<file path="src/scc_pkg.sv">
`default_nettype none

package scc_pkg;

	// cpu side access, one clk strobe
	typedef struct packed {
		logic       cs;    // chip select strobe
		logic       we;    // write flag
		logic [1:0] rs;    // [1] data/ctl, [0] a/b side
		logic [7:0] wdata;
	} scc_bus_t;

	// per channel config seen by status and irq logic
	typedef struct packed {
		logic [7:0] wr1;
		logic       rx_en; // wr3 bit 0
		logic [7:0] wr15;
	} scc_chan_cfg_t;

	// same order as rr3 bits 5..0
	typedef struct packed {
		logic rx_a;
		logic tx_a;
		logic ext_a;
		logic rx_b;
		logic tx_b;
		logic ext_b;
	} scc_pend_t;

	parameter int REG_PTR_W = 4;

	parameter logic [REG_PTR_W-1:0] REG_WR0   = 4'd0;
	parameter logic [REG_PTR_W-1:0] REG_WR1   = 4'd1;
	parameter logic [REG_PTR_W-1:0] REG_WR2   = 4'd2;
	parameter logic [REG_PTR_W-1:0] REG_WR3   = 4'd3;
	parameter logic [REG_PTR_W-1:0] REG_DATA  = 4'd8;  // data alias on read
	parameter logic [REG_PTR_W-1:0] REG_WR9   = 4'd9;
	parameter logic [REG_PTR_W-1:0] REG_RR15B = 4'd11; // rr15 alias
	parameter logic [REG_PTR_W-1:0] REG_WR15  = 4'd15;

	// wr0 bits 5..3
	parameter logic [2:0] CMD_POINT_HIGH  = 3'b001;
	parameter logic [2:0] CMD_RESET_EXT   = 3'b010;
	parameter logic [2:0] CMD_RESET_TX_IP = 3'b101;

	// wr9 bits 7..6
	parameter logic [1:0] RST_FULL   = 2'b11;
	parameter logic [1:0] RST_CHAN_A = 2'b10;
	parameter logic [1:0] RST_CHAN_B = 2'b01;

	parameter logic [7:0] WR15_RESET = 8'hf8;

	// rr2 status, highest priority first
	parameter logic [2:0] STAT_RX_A  = 3'b110;
	parameter logic [2:0] STAT_TX_A  = 3'b100;
	parameter logic [2:0] STAT_EXT_A = 3'b101;
	parameter logic [2:0] STAT_RX_B  = 3'b010;
	parameter logic [2:0] STAT_TX_B  = 3'b000;
	parameter logic [2:0] STAT_EXT_B = 3'b001;
	parameter logic [2:0] STAT_NONE  = 3'b011;

endpackage

`default_nettype wire

</file>
<file path="src/scc_regs.sv">
`default_nettype none

module scc_regs (
	input  wire                      clk,
	input  wire                      reset_hw,
	input  scc_pkg::scc_bus_t        i_bus,
	input  wire                      i_rr0_dcd_a,
	input  wire                      i_rr0_dcd_b,
	input  wire                      i_tx_busy,
	input  wire                      i_rx_avail,
	input  wire  [7:0]               i_rx_data,
	input  scc_pkg::scc_pend_t       i_pend,
	input  wire  [2:0]               i_vec_stat,
	output scc_pkg::scc_chan_cfg_t   o_cfg_a,
	output scc_pkg::scc_chan_cfg_t   o_cfg_b,
	output logic                     o_mie,
	output logic                     o_chan_rst_a,
	output logic                     o_chan_rst_b,
	output logic                     o_ext_rst_a,
	output logic                     o_ext_rst_b,
	output logic                     o_tx_ip_rst,
	output logic                     o_tx_wr,
	output logic [7:0]               o_tx_data,
	output logic                     o_rx_read,
	output logic [7:0]               o_rdata
);
	import scc_pkg::*;

	logic [REG_PTR_W-1:0] ptr;       // active pointer
	logic [REG_PTR_W-1:0] ptr_pend;  // takes over once cs drops
	logic [7:0] wr1_a, wr1_b, wr2, wr15_a, wr15_b, data_b;
	logic       wr3_a0, wr3_b0;
	logic [5:0] wr9;
	logic       wreg_a, wreg_b, wreg, wr0_wr, wr9_wr;
	logic       sel_a;
	logic [7:0] wr15_sel, rr0, rr2, rr3, rr15, data_rd;

	assign sel_a  = i_bus.rs[0];
	assign wreg_a = i_bus.cs & i_bus.we & ~i_bus.rs[1] & i_bus.rs[0];
	assign wreg_b = i_bus.cs & i_bus.we & ~i_bus.rs[1] & ~i_bus.rs[0];
	assign wreg   = wreg_a | wreg_b;
	assign wr0_wr = wreg & (ptr == REG_WR0);
	assign wr9_wr = wreg & (ptr == REG_WR9);

	// wr9 soft resets, full hits both channels
	assign o_chan_rst_a = wr9_wr & (i_bus.wdata[7:6] == RST_CHAN_A || i_bus.wdata[7:6] == RST_FULL);
	assign o_chan_rst_b = wr9_wr & (i_bus.wdata[7:6] == RST_CHAN_B || i_bus.wdata[7:6] == RST_FULL);
	assign o_ext_rst_a  = wreg_a & (ptr == REG_WR0) & (i_bus.wdata[5:3] == CMD_RESET_EXT);
	assign o_ext_rst_b  = wreg_b & (ptr == REG_WR0) & (i_bus.wdata[5:3] == CMD_RESET_EXT);
	assign o_tx_ip_rst  = wreg_a & (ptr == REG_WR0) & (i_bus.wdata[5:3] == CMD_RESET_TX_IP);
	assign o_rx_read    = i_bus.cs & ~i_bus.we & i_bus.rs[1] & i_bus.rs[0];
	assign o_mie        = wr9[3];

	assign o_cfg_a = '{wr1: wr1_a, rx_en: wr3_a0, wr15: wr15_a};
	assign o_cfg_b = '{wr1: wr1_b, rx_en: wr3_b0, wr15: wr15_b};

	always_ff @(posedge clk or posedge reset_hw) begin
		if (reset_hw) begin
			ptr      <= '0;
			ptr_pend <= '0;
			wr1_a    <= 8'h00;
			wr1_b    <= 8'h00;
			wr2      <= 8'h00;
			wr3_a0   <= 1'b0;
			wr3_b0   <= 1'b0;
			wr9      <= 6'h00;
			wr15_a   <= WR15_RESET;
			wr15_b   <= WR15_RESET;
			o_tx_wr  <= 1'b0;
		end else begin
			o_tx_wr <= i_bus.cs & i_bus.we & i_bus.rs[1] & i_bus.rs[0]; // data a write
			if (!i_bus.cs)
				ptr <= ptr_pend; // change only after the cpu cycle
			if (wr0_wr)
				ptr_pend <= {i_bus.wdata[5:3] == CMD_POINT_HIGH, i_bus.wdata[2:0]};
			else if (i_bus.cs)
				ptr_pend <= '0; // any other access drops back to wr0
			if (o_chan_rst_a) begin
				wr1_a  <= {2'b00, wr1_a[5], 2'b00, wr1_a[2], 2'b00}; // keeps 5 and 2
				wr15_a <= WR15_RESET;
			end else begin
				if (wreg_a && ptr == REG_WR1) wr1_a <= i_bus.wdata;
				if (wreg_a && ptr == REG_WR15) wr15_a <= i_bus.wdata;
			end
			if (o_chan_rst_b) begin
				wr1_b  <= {2'b00, wr1_b[5], 2'b00, wr1_b[2], 2'b00};
				wr15_b <= WR15_RESET;
			end else begin
				if (wreg_b && ptr == REG_WR1) wr1_b <= i_bus.wdata;
				if (wreg_b && ptr == REG_WR15) wr15_b <= i_bus.wdata;
			end
			if (wreg && ptr == REG_WR2) wr2 <= i_bus.wdata; // shared vector
			if (wreg_a && ptr == REG_WR3) wr3_a0 <= i_bus.wdata[0];
			if (wreg_b && ptr == REG_WR3) wr3_b0 <= i_bus.wdata[0];
			if (wr9_wr) wr9 <= i_bus.wdata[5:0]; // low bits only hw reset
		end
	end

	// data registers
	always_ff @(posedge clk) begin
		if (i_bus.cs && i_bus.we && i_bus.rs[1]) begin
			if (i_bus.rs[0])
				o_tx_data <= i_bus.wdata;
			else
				data_b <= i_bus.wdata; // plain readback
		end
	end

	assign wr15_sel = sel_a ? wr15_a : wr15_b;
	assign data_rd  = sel_a ? i_rx_data : data_b;
	assign rr0  = {1'b0, 1'b1, 2'b00,                  // tx underrun set
		sel_a ? i_rr0_dcd_a : i_rr0_dcd_b,
		sel_a ? ~i_tx_busy : 1'b1,                     // b always empty
		1'b0, sel_a & i_rx_avail};
	assign rr2  = sel_a ? wr2 :
		wr9[4] ? {wr2[7], i_vec_stat[0], i_vec_stat[1], i_vec_stat[2], wr2[3:0]} // status high
		       : {wr2[7:4], i_vec_stat, wr2[0]};
	assign rr3  = sel_a ? {2'b00, i_pend} : 8'h00;  // b side reads 0
	assign rr15 = {wr15_sel[7:3], 1'b0, wr15_sel[1], 1'b0};

	always_comb begin
		o_rdata = 8'h00;
		if (i_bus.rs[1])
			o_rdata = data_rd;
		else if (!ptr[3]) begin
			case (ptr[1:0]) // 0..7 repeat every 4
				2'd0:    o_rdata = rr0;
				2'd1:    o_rdata = 8'h07;  // all sent, residue
				2'd2:    o_rdata = rr2;
				default: o_rdata = rr3;
			endcase
		end else if (ptr == REG_DATA)
			o_rdata = data_rd;
		else if (ptr == REG_RR15B || ptr == REG_WR15)
			o_rdata = rr15;
	end

endmodule

`default_nettype wire

</file>
<file path="src/scc_ext_status.sv">
`default_nettype none

module scc_ext_status (
	input  wire                    clk,
	input  wire                    reset_hw,
	input  wire                    i_chan_rst,
	input  wire                    i_ext_rst,   // wr0 reset ext/status
	input  wire                    i_dcd,
	input  scc_pkg::scc_chan_cfg_t i_cfg,
	output logic                   o_ext_pend,
	output logic                   o_rr0_dcd
);

	logic dcd_meta, dcd_sync;
	logic latch_open;
	logic dcd_latch;
	logic dcd_chg, do_latch;

	// change seen only when dcd ie set in wr15
	assign dcd_chg  = (dcd_sync != dcd_latch) & i_cfg.wr15[3];
	assign do_latch = latch_open & dcd_chg;
	assign o_rr0_dcd = i_cfg.wr15[3] ? dcd_latch : dcd_sync; // latched or live

	always_ff @(posedge clk or posedge reset_hw) begin
		if (reset_hw) begin
			dcd_meta   <= 1'b0;
			dcd_sync   <= 1'b0;
			latch_open <= 1'b1;
			dcd_latch  <= 1'b0;
			o_ext_pend <= 1'b0;
		end else begin
			dcd_meta <= i_dcd; // 2 stage sync
			dcd_sync <= dcd_meta;
			if (i_chan_rst || i_ext_rst) begin
				latch_open <= 1'b1; // reopen, drop pending
				o_ext_pend <= 1'b0;
				if (i_chan_rst) dcd_latch <= 1'b0;
			end else if (do_latch) begin
				latch_open <= 1'b0;
				dcd_latch  <= dcd_sync;
				if (i_cfg.wr1[0]) o_ext_pend <= 1'b1; // ext int enable
			end
		end
	end

endmodule

`default_nettype wire

</file>
<file path="src/scc_irq.sv">
`default_nettype none

module scc_irq (
	input  wire                    clk,
	input  wire                    reset_hw,
	input  wire                    i_chan_rst_a,
	input  scc_pkg::scc_chan_cfg_t i_cfg_a,
	input  wire                    i_mie,
	input  wire                    i_ext_pend_a,
	input  wire                    i_ext_pend_b,
	input  wire                    i_tx_busy,
	input  wire                    i_tx_ip_rst,
	input  wire                    i_tx_wr,
	input  wire                    i_rx_valid,
	input  wire  [7:0]             i_rx_data,
	input  wire                    i_rx_read,
	output logic                   o_rx_avail,
	output logic [7:0]             o_rx_data,
	output scc_pkg::scc_pend_t     o_pend,
	output logic [2:0]             o_vec_stat,
	output logic                   o_irq_n
);
	import scc_pkg::*;

	logic tx_busy_q;
	logic tx_pend;
	logic rx_pend;

	// rx int mode: exactly one of wr1 bits 4,3
	assign rx_pend = o_rx_avail & (i_cfg_a.wr1[4] ^ i_cfg_a.wr1[3]) & i_cfg_a.rx_en;

	always_ff @(posedge clk or posedge reset_hw) begin
		if (reset_hw) begin
			tx_busy_q  <= 1'b0;
			tx_pend    <= 1'b0;
			o_rx_avail <= 1'b0;
		end else begin
			tx_busy_q <= i_tx_busy;
			if (i_chan_rst_a || i_tx_ip_rst || i_tx_wr)
				tx_pend <= 1'b0;
			else if (tx_busy_q && !i_tx_busy && i_cfg_a.wr1[1])
				tx_pend <= 1'b1; // frame just ended
			if (i_chan_rst_a)
				o_rx_avail <= 1'b0;
			else if (i_rx_valid)
				o_rx_avail <= 1'b1; // new byte wins over a read
			else if (i_rx_read)
				o_rx_avail <= 1'b0;
		end
	end

	always_ff @(posedge clk) begin
		if (i_rx_valid) o_rx_data <= i_rx_data; // overwrites unread byte
	end

	// no rx/tx on channel b
	assign o_pend = '{rx_a: rx_pend, tx_a: tx_pend, ext_a: i_ext_pend_a,
		rx_b: 1'b0, tx_b: 1'b0, ext_b: i_ext_pend_b};

	assign o_vec_stat = o_pend.rx_a  ? STAT_RX_A  :
	                    o_pend.tx_a  ? STAT_TX_A  :
	                    o_pend.ext_a ? STAT_EXT_A :
	                    o_pend.rx_b  ? STAT_RX_B  :
	                    o_pend.tx_b  ? STAT_TX_B  :
	                    o_pend.ext_b ? STAT_EXT_B : STAT_NONE;

	assign o_irq_n = ~(i_mie & (|o_pend)); // wr9 mie gates everything

endmodule

`default_nettype wire

</file>
<file path="src/scc_uart_tx.sv">
`default_nettype none

module scc_uart_tx #(
	parameter int CLKS_PER_BIT = 282
) (
	input  wire        clk,
	input  wire        reset_hw,
	input  wire        i_chan_rst,
	input  wire        i_wr,
	input  wire  [7:0] i_data,
	output logic       o_txd,
	output logic       o_busy
);

	localparam int CNT_W = $clog2(CLKS_PER_BIT);

	logic [CNT_W-1:0] baud_cnt;
	logic [3:0]       bit_cnt;   // bits already on the line after start
	logic [8:0]       shreg;     // stop + data, lsb out first
	logic             baud_tick;
	logic             load;

	assign baud_tick = (baud_cnt == CNT_W'(CLKS_PER_BIT - 1));
	assign load      = i_wr & ~o_busy; // write while busy is dropped

	always_ff @(posedge clk or posedge reset_hw) begin
		if (reset_hw) begin
			o_txd    <= 1'b1; // idle mark
			o_busy   <= 1'b0;
			baud_cnt <= '0;
			bit_cnt  <= 4'd0;
		end else if (i_chan_rst) begin
			o_txd  <= 1'b1;
			o_busy <= 1'b0;
		end else if (load) begin
			o_txd    <= 1'b0; // start bit
			o_busy   <= 1'b1;
			baud_cnt <= '0;
			bit_cnt  <= 4'd0;
		end else if (o_busy) begin
			baud_cnt <= baud_tick ? '0 : baud_cnt + 1'b1;
			if (baud_tick) begin
				if (bit_cnt == 4'd9)
					o_busy <= 1'b0; // stop bit done
				else begin
					o_txd   <= shreg[0];
					bit_cnt <= bit_cnt + 4'd1;
				end
			end
		end
	end

	always_ff @(posedge clk) begin
		if (load)
			shreg <= {1'b1, i_data};
		else if (o_busy && baud_tick)
			shreg <= {1'b1, shreg[8:1]};
	end

endmodule

`default_nettype wire

</file>
<file path="src/scc_uart_rx.sv">
`default_nettype none

module scc_uart_rx #(
	parameter int CLKS_PER_BIT = 282
) (
	input  wire        clk,
	input  wire        reset_hw,
	input  wire        i_chan_rst,
	input  wire        i_rxd,
	output logic       o_valid,
	output logic [7:0] o_data
);

	localparam int CNT_W = $clog2(CLKS_PER_BIT);

	typedef enum logic [1:0] {RX_IDLE, RX_START, RX_DATA, RX_STOP} rx_state_t;

	rx_state_t        state;
	logic             rxd_meta, rxd_sync;
	logic [CNT_W-1:0] baud_cnt;
	logic [2:0]       bit_cnt;
	logic [7:0]       shreg;
	logic             half_tick, full_tick;

	assign half_tick = (baud_cnt == CNT_W'(CLKS_PER_BIT / 2 - 1)); // middle of start
	assign full_tick = (baud_cnt == CNT_W'(CLKS_PER_BIT - 1));
	assign o_data    = shreg; // complete when o_valid pulses

	always_ff @(posedge clk or posedge reset_hw) begin
		if (reset_hw) begin
			rxd_meta <= 1'b1;
			rxd_sync <= 1'b1;
			state    <= RX_IDLE;
			baud_cnt <= '0;
			bit_cnt  <= 3'd0;
			o_valid  <= 1'b0;
		end else begin
			rxd_meta <= i_rxd;
			rxd_sync <= rxd_meta;
			o_valid  <= 1'b0;
			baud_cnt <= baud_cnt + 1'b1;
			if (i_chan_rst)
				state <= RX_IDLE;
			else begin
				case (state)
					RX_IDLE: begin
						baud_cnt <= '0;
						if (!rxd_sync) state <= RX_START; // falling edge
					end
					RX_START: if (half_tick) begin
						baud_cnt <= '0;
						bit_cnt  <= 3'd0;
						state    <= rxd_sync ? RX_IDLE : RX_DATA; // glitch back to idle
					end
					RX_DATA: if (full_tick) begin
						baud_cnt <= '0;
						bit_cnt  <= bit_cnt + 3'd1;
						if (bit_cnt == 3'd7) state <= RX_STOP;
					end
					default: if (full_tick) begin
						o_valid <= rxd_sync; // bad stop bit, frame dropped
						state   <= RX_IDLE;
					end
				endcase
			end
		end
	end

	// mid-bit sample, lsb first
	always_ff @(posedge clk) begin
		if (state == RX_DATA && full_tick)
			shreg <= {rxd_sync, shreg[7:1]};
	end

endmodule

`default_nettype wire

</file>
<file path="src/scc_top.sv">
`default_nettype none

module scc_top #(
	parameter int CLKS_PER_BIT = 282
) (
	input  wire               clk,
	input  wire               reset_hw,
	input  scc_pkg::scc_bus_t i_bus,
	output logic [7:0]        o_rdata,
	output logic              o_irq_n,
	input  wire               i_rxd,
	output logic              o_txd,
	input  wire               i_dcd_a,
	input  wire               i_dcd_b
);
	import scc_pkg::*;

	scc_chan_cfg_t cfg_a, cfg_b;
	scc_pend_t     pend;
	logic       mie, chan_rst_a, chan_rst_b, ext_rst_a, ext_rst_b, tx_ip_rst;
	logic       tx_wr, tx_busy, rx_valid, rx_read, rx_avail;
	logic       ext_pend_a, ext_pend_b, rr0_dcd_a, rr0_dcd_b;
	logic [7:0] tx_data, rx_byte, rx_data;
	logic [2:0] vec_stat;

	scc_regs regs_i (
		.clk, .reset_hw, .i_bus,
		.i_rr0_dcd_a(rr0_dcd_a), .i_rr0_dcd_b(rr0_dcd_b), .i_tx_busy(tx_busy),
		.i_rx_avail(rx_avail), .i_rx_data(rx_data), .i_pend(pend), .i_vec_stat(vec_stat),
		.o_cfg_a(cfg_a), .o_cfg_b(cfg_b), .o_mie(mie),
		.o_chan_rst_a(chan_rst_a), .o_chan_rst_b(chan_rst_b),
		.o_ext_rst_a(ext_rst_a), .o_ext_rst_b(ext_rst_b), .o_tx_ip_rst(tx_ip_rst),
		.o_tx_wr(tx_wr), .o_tx_data(tx_data), .o_rx_read(rx_read), .o_rdata);

	// one ext/status block per channel
	scc_ext_status ext_a_i (
		.clk, .reset_hw, .i_chan_rst(chan_rst_a), .i_ext_rst(ext_rst_a), .i_dcd(i_dcd_a),
		.i_cfg(cfg_a), .o_ext_pend(ext_pend_a), .o_rr0_dcd(rr0_dcd_a));

	scc_ext_status ext_b_i (
		.clk, .reset_hw, .i_chan_rst(chan_rst_b), .i_ext_rst(ext_rst_b), .i_dcd(i_dcd_b),
		.i_cfg(cfg_b), .o_ext_pend(ext_pend_b), .o_rr0_dcd(rr0_dcd_b));

	scc_irq irq_i (
		.clk, .reset_hw, .i_chan_rst_a(chan_rst_a), .i_cfg_a(cfg_a), .i_mie(mie),
		.i_ext_pend_a(ext_pend_a), .i_ext_pend_b(ext_pend_b), .i_tx_busy(tx_busy),
		.i_tx_ip_rst(tx_ip_rst), .i_tx_wr(tx_wr), .i_rx_valid(rx_valid),
		.i_rx_data(rx_byte), .i_rx_read(rx_read), .o_rx_avail(rx_avail),
		.o_rx_data(rx_data), .o_pend(pend), .o_vec_stat(vec_stat), .o_irq_n);

	// channel a uart only
	scc_uart_tx #(.CLKS_PER_BIT(CLKS_PER_BIT)) uart_tx_i (
		.clk, .reset_hw, .i_chan_rst(chan_rst_a), .i_wr(tx_wr), .i_data(tx_data),
		.o_txd, .o_busy(tx_busy));

	scc_uart_rx #(.CLKS_PER_BIT(CLKS_PER_BIT)) uart_rx_i (
		.clk, .reset_hw, .i_chan_rst(chan_rst_a), .i_rxd,
		.o_valid(rx_valid), .o_data(rx_byte));

endmodule

`default_nettype wire

</file>
<file path="config.mk">
export PLATFORM = sky130hd
export DESIGN_NAME = scc_top
export DESIGN_NICKNAME = d
export VERILOG_FILES = /design/src/scc_pkg.sv /design/src/scc_regs.sv /design/src/scc_ext_status.sv /design/src/scc_irq.sv /design/src/scc_uart_tx.sv /design/src/scc_uart_rx.sv /design/src/scc_top.sv
export SDC_FILE = /design/constraint.sdc
export NUM_CORES = 1
export LEC_CHECK = 0
export ABC_CLOCK_PERIOD_IN_PS = 6000
export BUFFER_PORTS_ARGS = -buffer_cell sky130_fd_sc_hd__buf_2
export CORE_MARGIN = 2
export CORE_UTILIZATION = 45
export CTS_BUF_LIST = sky130_fd_sc_hd__clkbuf_4
export CTS_CLUSTER_DIAMETER = 100
export DETAILED_ROUTE_END_ITERATION = 10
export RECOVER_POWER = 25
export SETUP_SLACK_MARGIN = 0.3
export SLEW_MARGIN = 20
export SYNTH_ARGS = -nofsm -noshare
export SYNTH_HDL_FRONTEND = slang
export SYNTH_SLANG_ARGS = --single-unit
</file>
<file path="constraint.sdc">
create_clock -name clk -period 6 [get_ports clk]
set_input_delay 1.2 -clock clk [delete_from_list [all_inputs] [get_ports clk]]
set_output_delay 1.2 -clock clk [all_outputs]
set_load 0.01 [all_outputs]
</file>
==> results of run 1 <==
[per-stage QoR]
stage               hold slack [ps]  power [W]  setup WS, ps  util (%)  cell area (um^2)
detailed placement            347.1   0.001431          1884     48.28              6093
global placement              334.9   0.001418          1922     48.28              6093
global route                  372.2   0.002052          1592     50.23              6339
CTS                           365.4   0.001960          1871     50.32              6350
finish                        369.5   0.001941          1864     50.23              6339
floorplan                     331.2   0.001322          2550         -              5809
[kinds of logic after synthesis]
kind of cell / share of synthesized area [%]
compound gates: 9.456
mux: 7.064
fa+ha+maj: 3.015
xor+xnor: 1.508
buf+inv: 2.628
simple gates: 20.01
flops: 56.32
[synthesized netlist by cell type (3+ instances only)]
cell	n
nor3_1	7
nand4_1	6
mux2i_1	26
nor4_1	5
nor2_1	37
o22ai_1	3
xnor2_1	3
a22o_1	3
nand2b_1	5
o21ai_0	28
and3_1	4
a31oi_1	4
nor2b_1	5
buf_2	8
dfstp_2	15
mux2_2	12
nor3b_1	3
o32ai_1	3
edfxtp_1	40
clkbuf_1	7
a21o_1	3
inv_1	17
nand2_1	91
xor2_1	7
nand3_1	30
ha_1	14
a21oi_1	19
dfrtp_1	67
[critical path: stages]
cell       delay, ps
buf_2            620
a211oi_1          80
a2111oi_0        450
a311oi_1         100
o32ai_1          290
buf_2            190
[layer usage]
| layer | vias to the layer above | track usage (%) |
|---|---|---|
| met5 | - | 0 |
| met4 | 0 | 7.982 |
| met1 | 2038 | 28.31 |
| met3 | 19 | 4.603 |
| li1 | 1961 | - |
| met2 | 98 | 28.82 |
[power by group]
group	switching (W)	internal [W]	total, W
clock	0.000323	0.000204	0.000527
combinational	0.000193	0.000165	0.000358
sequential	0.000105	0.000951	0.00106
total	0.000621	0.00132	0.00194
[worst max-delay path by stage]
stage,startpoint,endpoint,slack (ps)
after floorplan,i_bus[8],o_rdata[1],2550
after global placement,i_bus[8],o_rdata[4],1920
after detailed placement,i_bus[8],o_rdata[3],1880
after CTS,i_bus[8],o_rdata[3],1870
after global routing,i_bus[8],o_rdata[3],1590
final,i_bus[8],o_rdata[3],1860
[cell type report]
cell class,instances,area (um^2)
fill,1174,6281
sequential,122,3272
multi-input combinational,369,2385
tap,172,215.2
timing repair buffer,29,141.4
clock inverter,15,128.9
clock buffer,17,127.6
inverter,18,68.82
[flip-flops by register name, summed over array words and instances (netlist names), 2 cells and up]
name and cells:
regs_i.wr1_a 4, uart_rx_i.bit_cnt 3, irq_i.o_rx_data 8, regs_i.o_tx_data 8
regs_i.data_b 8, regs_i.wr2 8, uart_tx_i.baud_cnt 9, regs_i.wr15_b 6
regs_i.wr15_a 6, regs_i.ptr_pend 4, uart_tx_i.bit_cnt 4, uart_tx_i.shreg 8
uart_rx_i.o_data 8, uart_rx_i.state 2, uart_rx_i.baud_cnt 9, regs_i.ptr 4
regs_i.wr9 2
==> metrics.md, run 1 <==
| Metric | Value |
|---|---|
| Number of synthesized flops with an enable pin | 40 |
| Initial Utilization | 46.03% |
| Wire per inst | 17.39 um |
| DRC Markers | 0 |
| First-pass GRT wire length | 21.18 mm |
| Clk_skew | 17.40 ps |
| Most common cell after layout, fill and taps aside | nand2_1 |
| Worst skew pair latency | 540 ps |
| Synth area leaders | dfrtp_1 (29%), edfxtp_1 (21%), dfstp_2 (6.8%) |
| Top_reg_cell synth | dfrtp_1 |
| Clock Path Buffers | 2 |
| Via count | 4116 |
| Nets@finish | 588 |
| Crit end category | primary output |
| Setup violators final | 0 |
| Gr usage total | 19.71% |
| Routed wire length | 12.90 mm |
| Rel. slew slack | 45.43% |
| Fmax | 241.8 MHz |
| Final slew viol count | 0 |
| Post-Syn Area | 5809 um^2 |
| Synth top area share | 28.86% |
| Pleak | 2.673 nW |
| CTS root buf | clkbuf_4 |
| Placer Congestion | 0.8639 |
| N_diodes | 0 |
| Pwr dens | 306.3 nW/um^2 |
| Cells after DPL | 710 |
| Synthesized netlist cell count | 527 |
| Asr flop ratio synth | 67.21% |
| CTS buffer count | 17 |
| DR top layer | met4 |
| Vias in the first global route | 3979 |
| Most frequent cells in the layout | nand2_1 (91), dfrtp_1 (67), edfxtp_1 (40) |
| Initial antenna violation count | 0 |
| Max-cap violations | 0 |
| Synth Warn # | 0 |
| Hold Crit Start | uart_rx_i.rxd_meta |
| Peak supply drop | 0.0001728 V |
| Post-route minimum period | 4136 ps |
| Post-CTS Setup Bufs | 0 |
| Post-synth cell types | 70 |
| Area of the die | 13830 um^2 |
| Syn Nets | 558 |
| Final hold vios | 0 |
| Met3 routed WL | 677 um |
| Detailed placer's ending HPWL | 8.659 mm |
| Biggest area consumer among synthesized cells | dfrtp_1 |
| CORE AREA | 12620 um^2 |
| Via/cell ratio | 5.547 |
| Sinks on Clock Net | 122 |
| Crit Path Max Fanout | 42 |
| Mapped Avg Cell Area | 11.02 um^2 |
| Worst-case hold path end point | uart_rx_i.rxd_sync |
| Die Wd | 117.6 um |
| Critical Path AT | 2940 ps |
| Reg2reg path depth | 4 |
| WHS Path Cells | 0 |
| Syn-to-layout area delta | 9.110% |
| CTS tree | built |
| Yosys reg bits | 122 |
| CP startpoint kind | input port |
| Largest net degree at the start of global routing | 83 |
| Setup TNS | 0 ps |
| Cell Count, Final, Fillers Out | 742 |
| Post-synthesis sequential area ratio | 56.32% |
| Critical path class | input port to primary output |
| Num rows | 41 |
| Max H-tree Level | 4 |
| Die H | 117.6 um |
| Port Buffers | 26 |
| Hold buffers post-CTS | 0 |
| Met2 WL | 5.822 mm |
| DRT Pass-1 Iters | 5 |
| Starting DRC count in detailed routing | 353 |
| Fin crit share | 68.94% |
| # IOs | 27 |
| Hold WC Path Type | flip-flop to flip-flop |
| Post-CTS sizing | 0 |
| Routed Antenna Nets | 0 |
| Remaining global-route overflow | 0 |
| Metal-1 WL | 6.203 mm |
| Status | complete, no violations |
| Share of cells above drive strength 1 | 17.02% |
| RSZ-0062 raised after global routing | false |
| Worst R2R End | uart_rx_i.bit_cnt[0] |
| Reg-to-reg critical path startpoint | regs_i.ptr[3] |
| Clk pin slew, worst setup/hold paths | 110 ps |
| Slew @ Worst Pin | 818.5 ps |
| R2r setup slk | 3380 ps |
| Critical Path RT | 4800 ps |
Note: power is estimated with default switching activity, not from simulation.
==> inputs of run 2 (changes only) <==
- ABC_CLOCK_PERIOD_IN_PS: 6000 -> 3900
- clock period: 6 -> 3.9 ns (I/O delays scaled with it)
==> run 2 against run 1 <==
Net effect: the flow now finishes with violations (max-capacitance violations, max-slew violations); sequential power is 53% higher; routed wire length is 0.25% lower; non-clock buffer count grew 3; global-route usage hardly changed; register-to-register slack lost 1900 ps; hold slack worse by 36 ps; clock power up 56%; core utilization up 0.25 points; via count rose by 1.6%; largest power group unchanged; highest routed layer unchanged.
==> metrics.md, run 2 (synthesis results as in run 1) <==
| Metric | Value |
|---|---|
| Filler Cells Inserted | 1163 (-0.94%) |
| Initial antenna violation count | 0 (unchanged) |
| Via/cell ratio | 5.612 (+1.2%) |
| Share of cells above drive strength 1 | 17.98% (+0.96 points) |
| # IOs | 27 (unchanged) |
| CTS buffer count | 17 (unchanged) |
| Cell Count, Final, Fillers Out | 745 (+0.40%) |
| Port Buffers | 26 (unchanged) |
| Clk_skew | 17.50 ps (+0.09910 ps) |
| Hold Crit Start | i_rxd |
| WHS Path Cells | 1 (+1) |
| Cells after DPL | 713 (+0.42%) |
| Crit path largest cell delay | 730 ps (+110 ps) |
| Initial Utilization | 46.03% (unchanged) |
| Remaining global-route overflow | 0 (unchanged) |
| Crit Path Max Fanout | 18 (-57%) |
| Die Wd | 117.6 um (unchanged) |
| CTS tree | built |
| Starting DRC count in detailed routing | 306 (-13%) |
| Hold buffers post-CTS | 0 (unchanged) |
| Worst R2R End | uart_tx_i.baud_cnt[5] |
| Fmax | 298.7 MHz |
| Syn-to-layout area delta | 9.649% |
| Post-CTS sizing | 0 (unchanged) |
| Most common cell after layout, fill and taps aside | nand2_1 |
| CP startpoint kind | flip-flop |
| Die H | 117.6 um (unchanged) |
| Slew @ Worst Pin | 2120 ps (+1302 ps) |
| N_diodes | 0 (unchanged) |
| Seq pwr share | 54.1% (-0.3 points) |
| Area of the multi-input gates | 2385 um^2 (unchanged) |
| Placer Congestion | 0.9208 (+6.6%) |
| Sw Ratio | 31.60% (-0.41 points) |
| Setup violators final | 0 (unchanged) |
| RSZ-0062 raised after global routing | false |
| Routed Antenna Nets | 0 (unchanged) |
| Failing checks | max-capacitance violations, max-slew violations |
| CTS root buf | clkbuf_4 |
| Reg-to-reg critical path startpoint | regs_i.ptr[3] |
| Reg2reg path depth | 5 (+1) |
| CORE AREA | 12620 um^2 (unchanged) |
| Wire per inst | 17.27 um (-0.65%) |
| Status | complete, but fails checks |
| Worst path slowest cell | dfrtp_1 |
| Pwr dens | 471.1 nW/um^2 (+54%) |
| Nets@finish | 591 (+0.51%) |
| R2r setup slk | 1480 ps (-1900 ps) |
| Num rows | 41 (unchanged) |
| Crit end category | primary output |
| Critical Path RT | 3120 ps (-1680 ps) |
| Worst-case hold path end point | uart_rx_i.rxd_meta |
| Crit path cell chain | nor2_1 > a31oi_1 > o22ai_1 > a21o_1 > buf_2 |
| Hold WC Path Type | input port to flip-flop |
| Rel. slew slack | -42.11% (-88 points) |
| Critical Path AT | 2570 ps (-370 ps) |
| Detailed placer's ending HPWL | 8.983 mm (+3.7%) |
| Max-cap violations | 1 (+1) |
| First-pass GRT wire length | 21.28 mm (+0.45%) |
| Setup TNS | 0 ps (unchanged) |
| Critical path class | flip-flop to primary output |
| Most frequent cells in the layout | nand2_1 (91), dfrtp_1 (67), edfxtp_1 (40) |
| Worst skew pair latency | 530 ps (about the same) |
| Max H-tree Level | 4 (unchanged) |
| Vias in the first global route | 4145 (+4.2%) |
| Peak supply drop | 0.0003041 V (+76%) |
| DRC Markers | 0 (unchanged) |
| Gr usage total | 19.69% (about the same) |
| Top flop regs | uart_rx_i.baud_cnt x9, uart_tx_i.baud_cnt x9 |
| Min Hold Slack | 333.1 ps (-36.43 ps) |
| Combinational power share | 18.5% (about the same) |
| Area of the die | 13830 um^2 (unchanged) |
| Internal | 0.002053 W (+56%) |
| Register area | 3272 um^2 (unchanged) |
| Post-route minimum period | 3348 ps |
| Clock power frac | 27.4% (+0.3 points) |
| Via count | 4181 (+1.6%) |
| Routed wire length | 12.87 mm (-0.25%) |
| Final slew viol count | 48 (+48) |
| NetSw | 0.0009483 W (+53%) |
| Largest net degree at the start of global routing | 48 (-42%) |
| Pleak | 2.697 nW (+0.91%) |
| Sinks on Clock Net | 122 (unchanged) |
| Clk pin slew, worst setup/hold paths | 110 ps (about the same) |
| Final hold vios | 0 (unchanged) |
| Clock Path Buffers | 2 (unchanged) |
| Post-CTS Setup Bufs | 0 (unchanged) |
| DRT Pass-1 Iters | 5 (unchanged) |
| Fin crit share | 85.85% |
-- run 2: critical path: cells and delay by family (launching register included) --
kind,cells,cell delay [ps]
AO/OA/AOI/OAI,3,1010
buffers and inverters,1,130
flip-flops,1,730
AND/OR/NAND/NOR,1,160
-- run 2: layout make-up --
type                       instances  share of cell area [%]
clock buffer                      19                   2.239
timing repair buffer              32                   2.593
tap                              172                   3.379
inverter                          18                   1.080
multi-input combinational        369                   37.44
sequential                       122                   51.37
clock inverter                    13                   1.905
-- run 2: worst max-delay path by stage --
| stage | startpoint | endpoint | depth (start not counted) | slack [ps] |
|---|---|---|---|---|
| 6_report | regs_i.ptr[0] | o_rdata[5] | 5 | 550 |
| 3_3_place_gp | i_bus[8] | o_rdata[7] | 6 | 840 |
| 2_1_floorplan | reset_hw | ext_a_i.dcd_latch | 1 | 1040 |
| 4_1_cts | regs_i.ptr[0] | o_rdata[5] | 5 | 560 |
| 3_5_place_dp | i_bus[8] | o_rdata[7] | 6 | 820 |
| 5_1_grt | regs_i.ptr[0] | o_rdata[5] | 5 | 320 |
-- run 2: metal layers --
layer / GRT usage [%] / up-vias / part of all wire, %
met5: 0 / - / 0
met4: 7.304 / 0 / 1.7
met3: 6.056 / 19 / 6.7
met2: 30.38 / 115 / 47
met1: 26.24 / 2076 / 45
li1: - / 1971 / -
-- run 2: per-stage QoR --
stage                     setup WS (ps)  instance area, um^2  total power [W]  utilization, %
after floorplan                    1036                 5809         0.002034               -
after global placement            842.8                 6116         0.002181           48.46
after detailed placement          821.3                 6116         0.002202           48.46
after CTS                         558.3                 6380         0.003026           50.56
after global routing              316.6                 6370         0.003182           50.48
final                             551.8                 6370         0.003001           50.48
-- run 2: power groups by stage --
stage               combinational [W]  clock [W]  sequential [W]
floorplan                    0.000443          0         0.00159
global placement             0.000539          0         0.00164
global route                 0.000623   0.000912         0.00165
CTS                          0.000559   0.000846         0.00162
detailed placement           0.000557          0         0.00165
finish                       0.000555   0.000823         0.00162
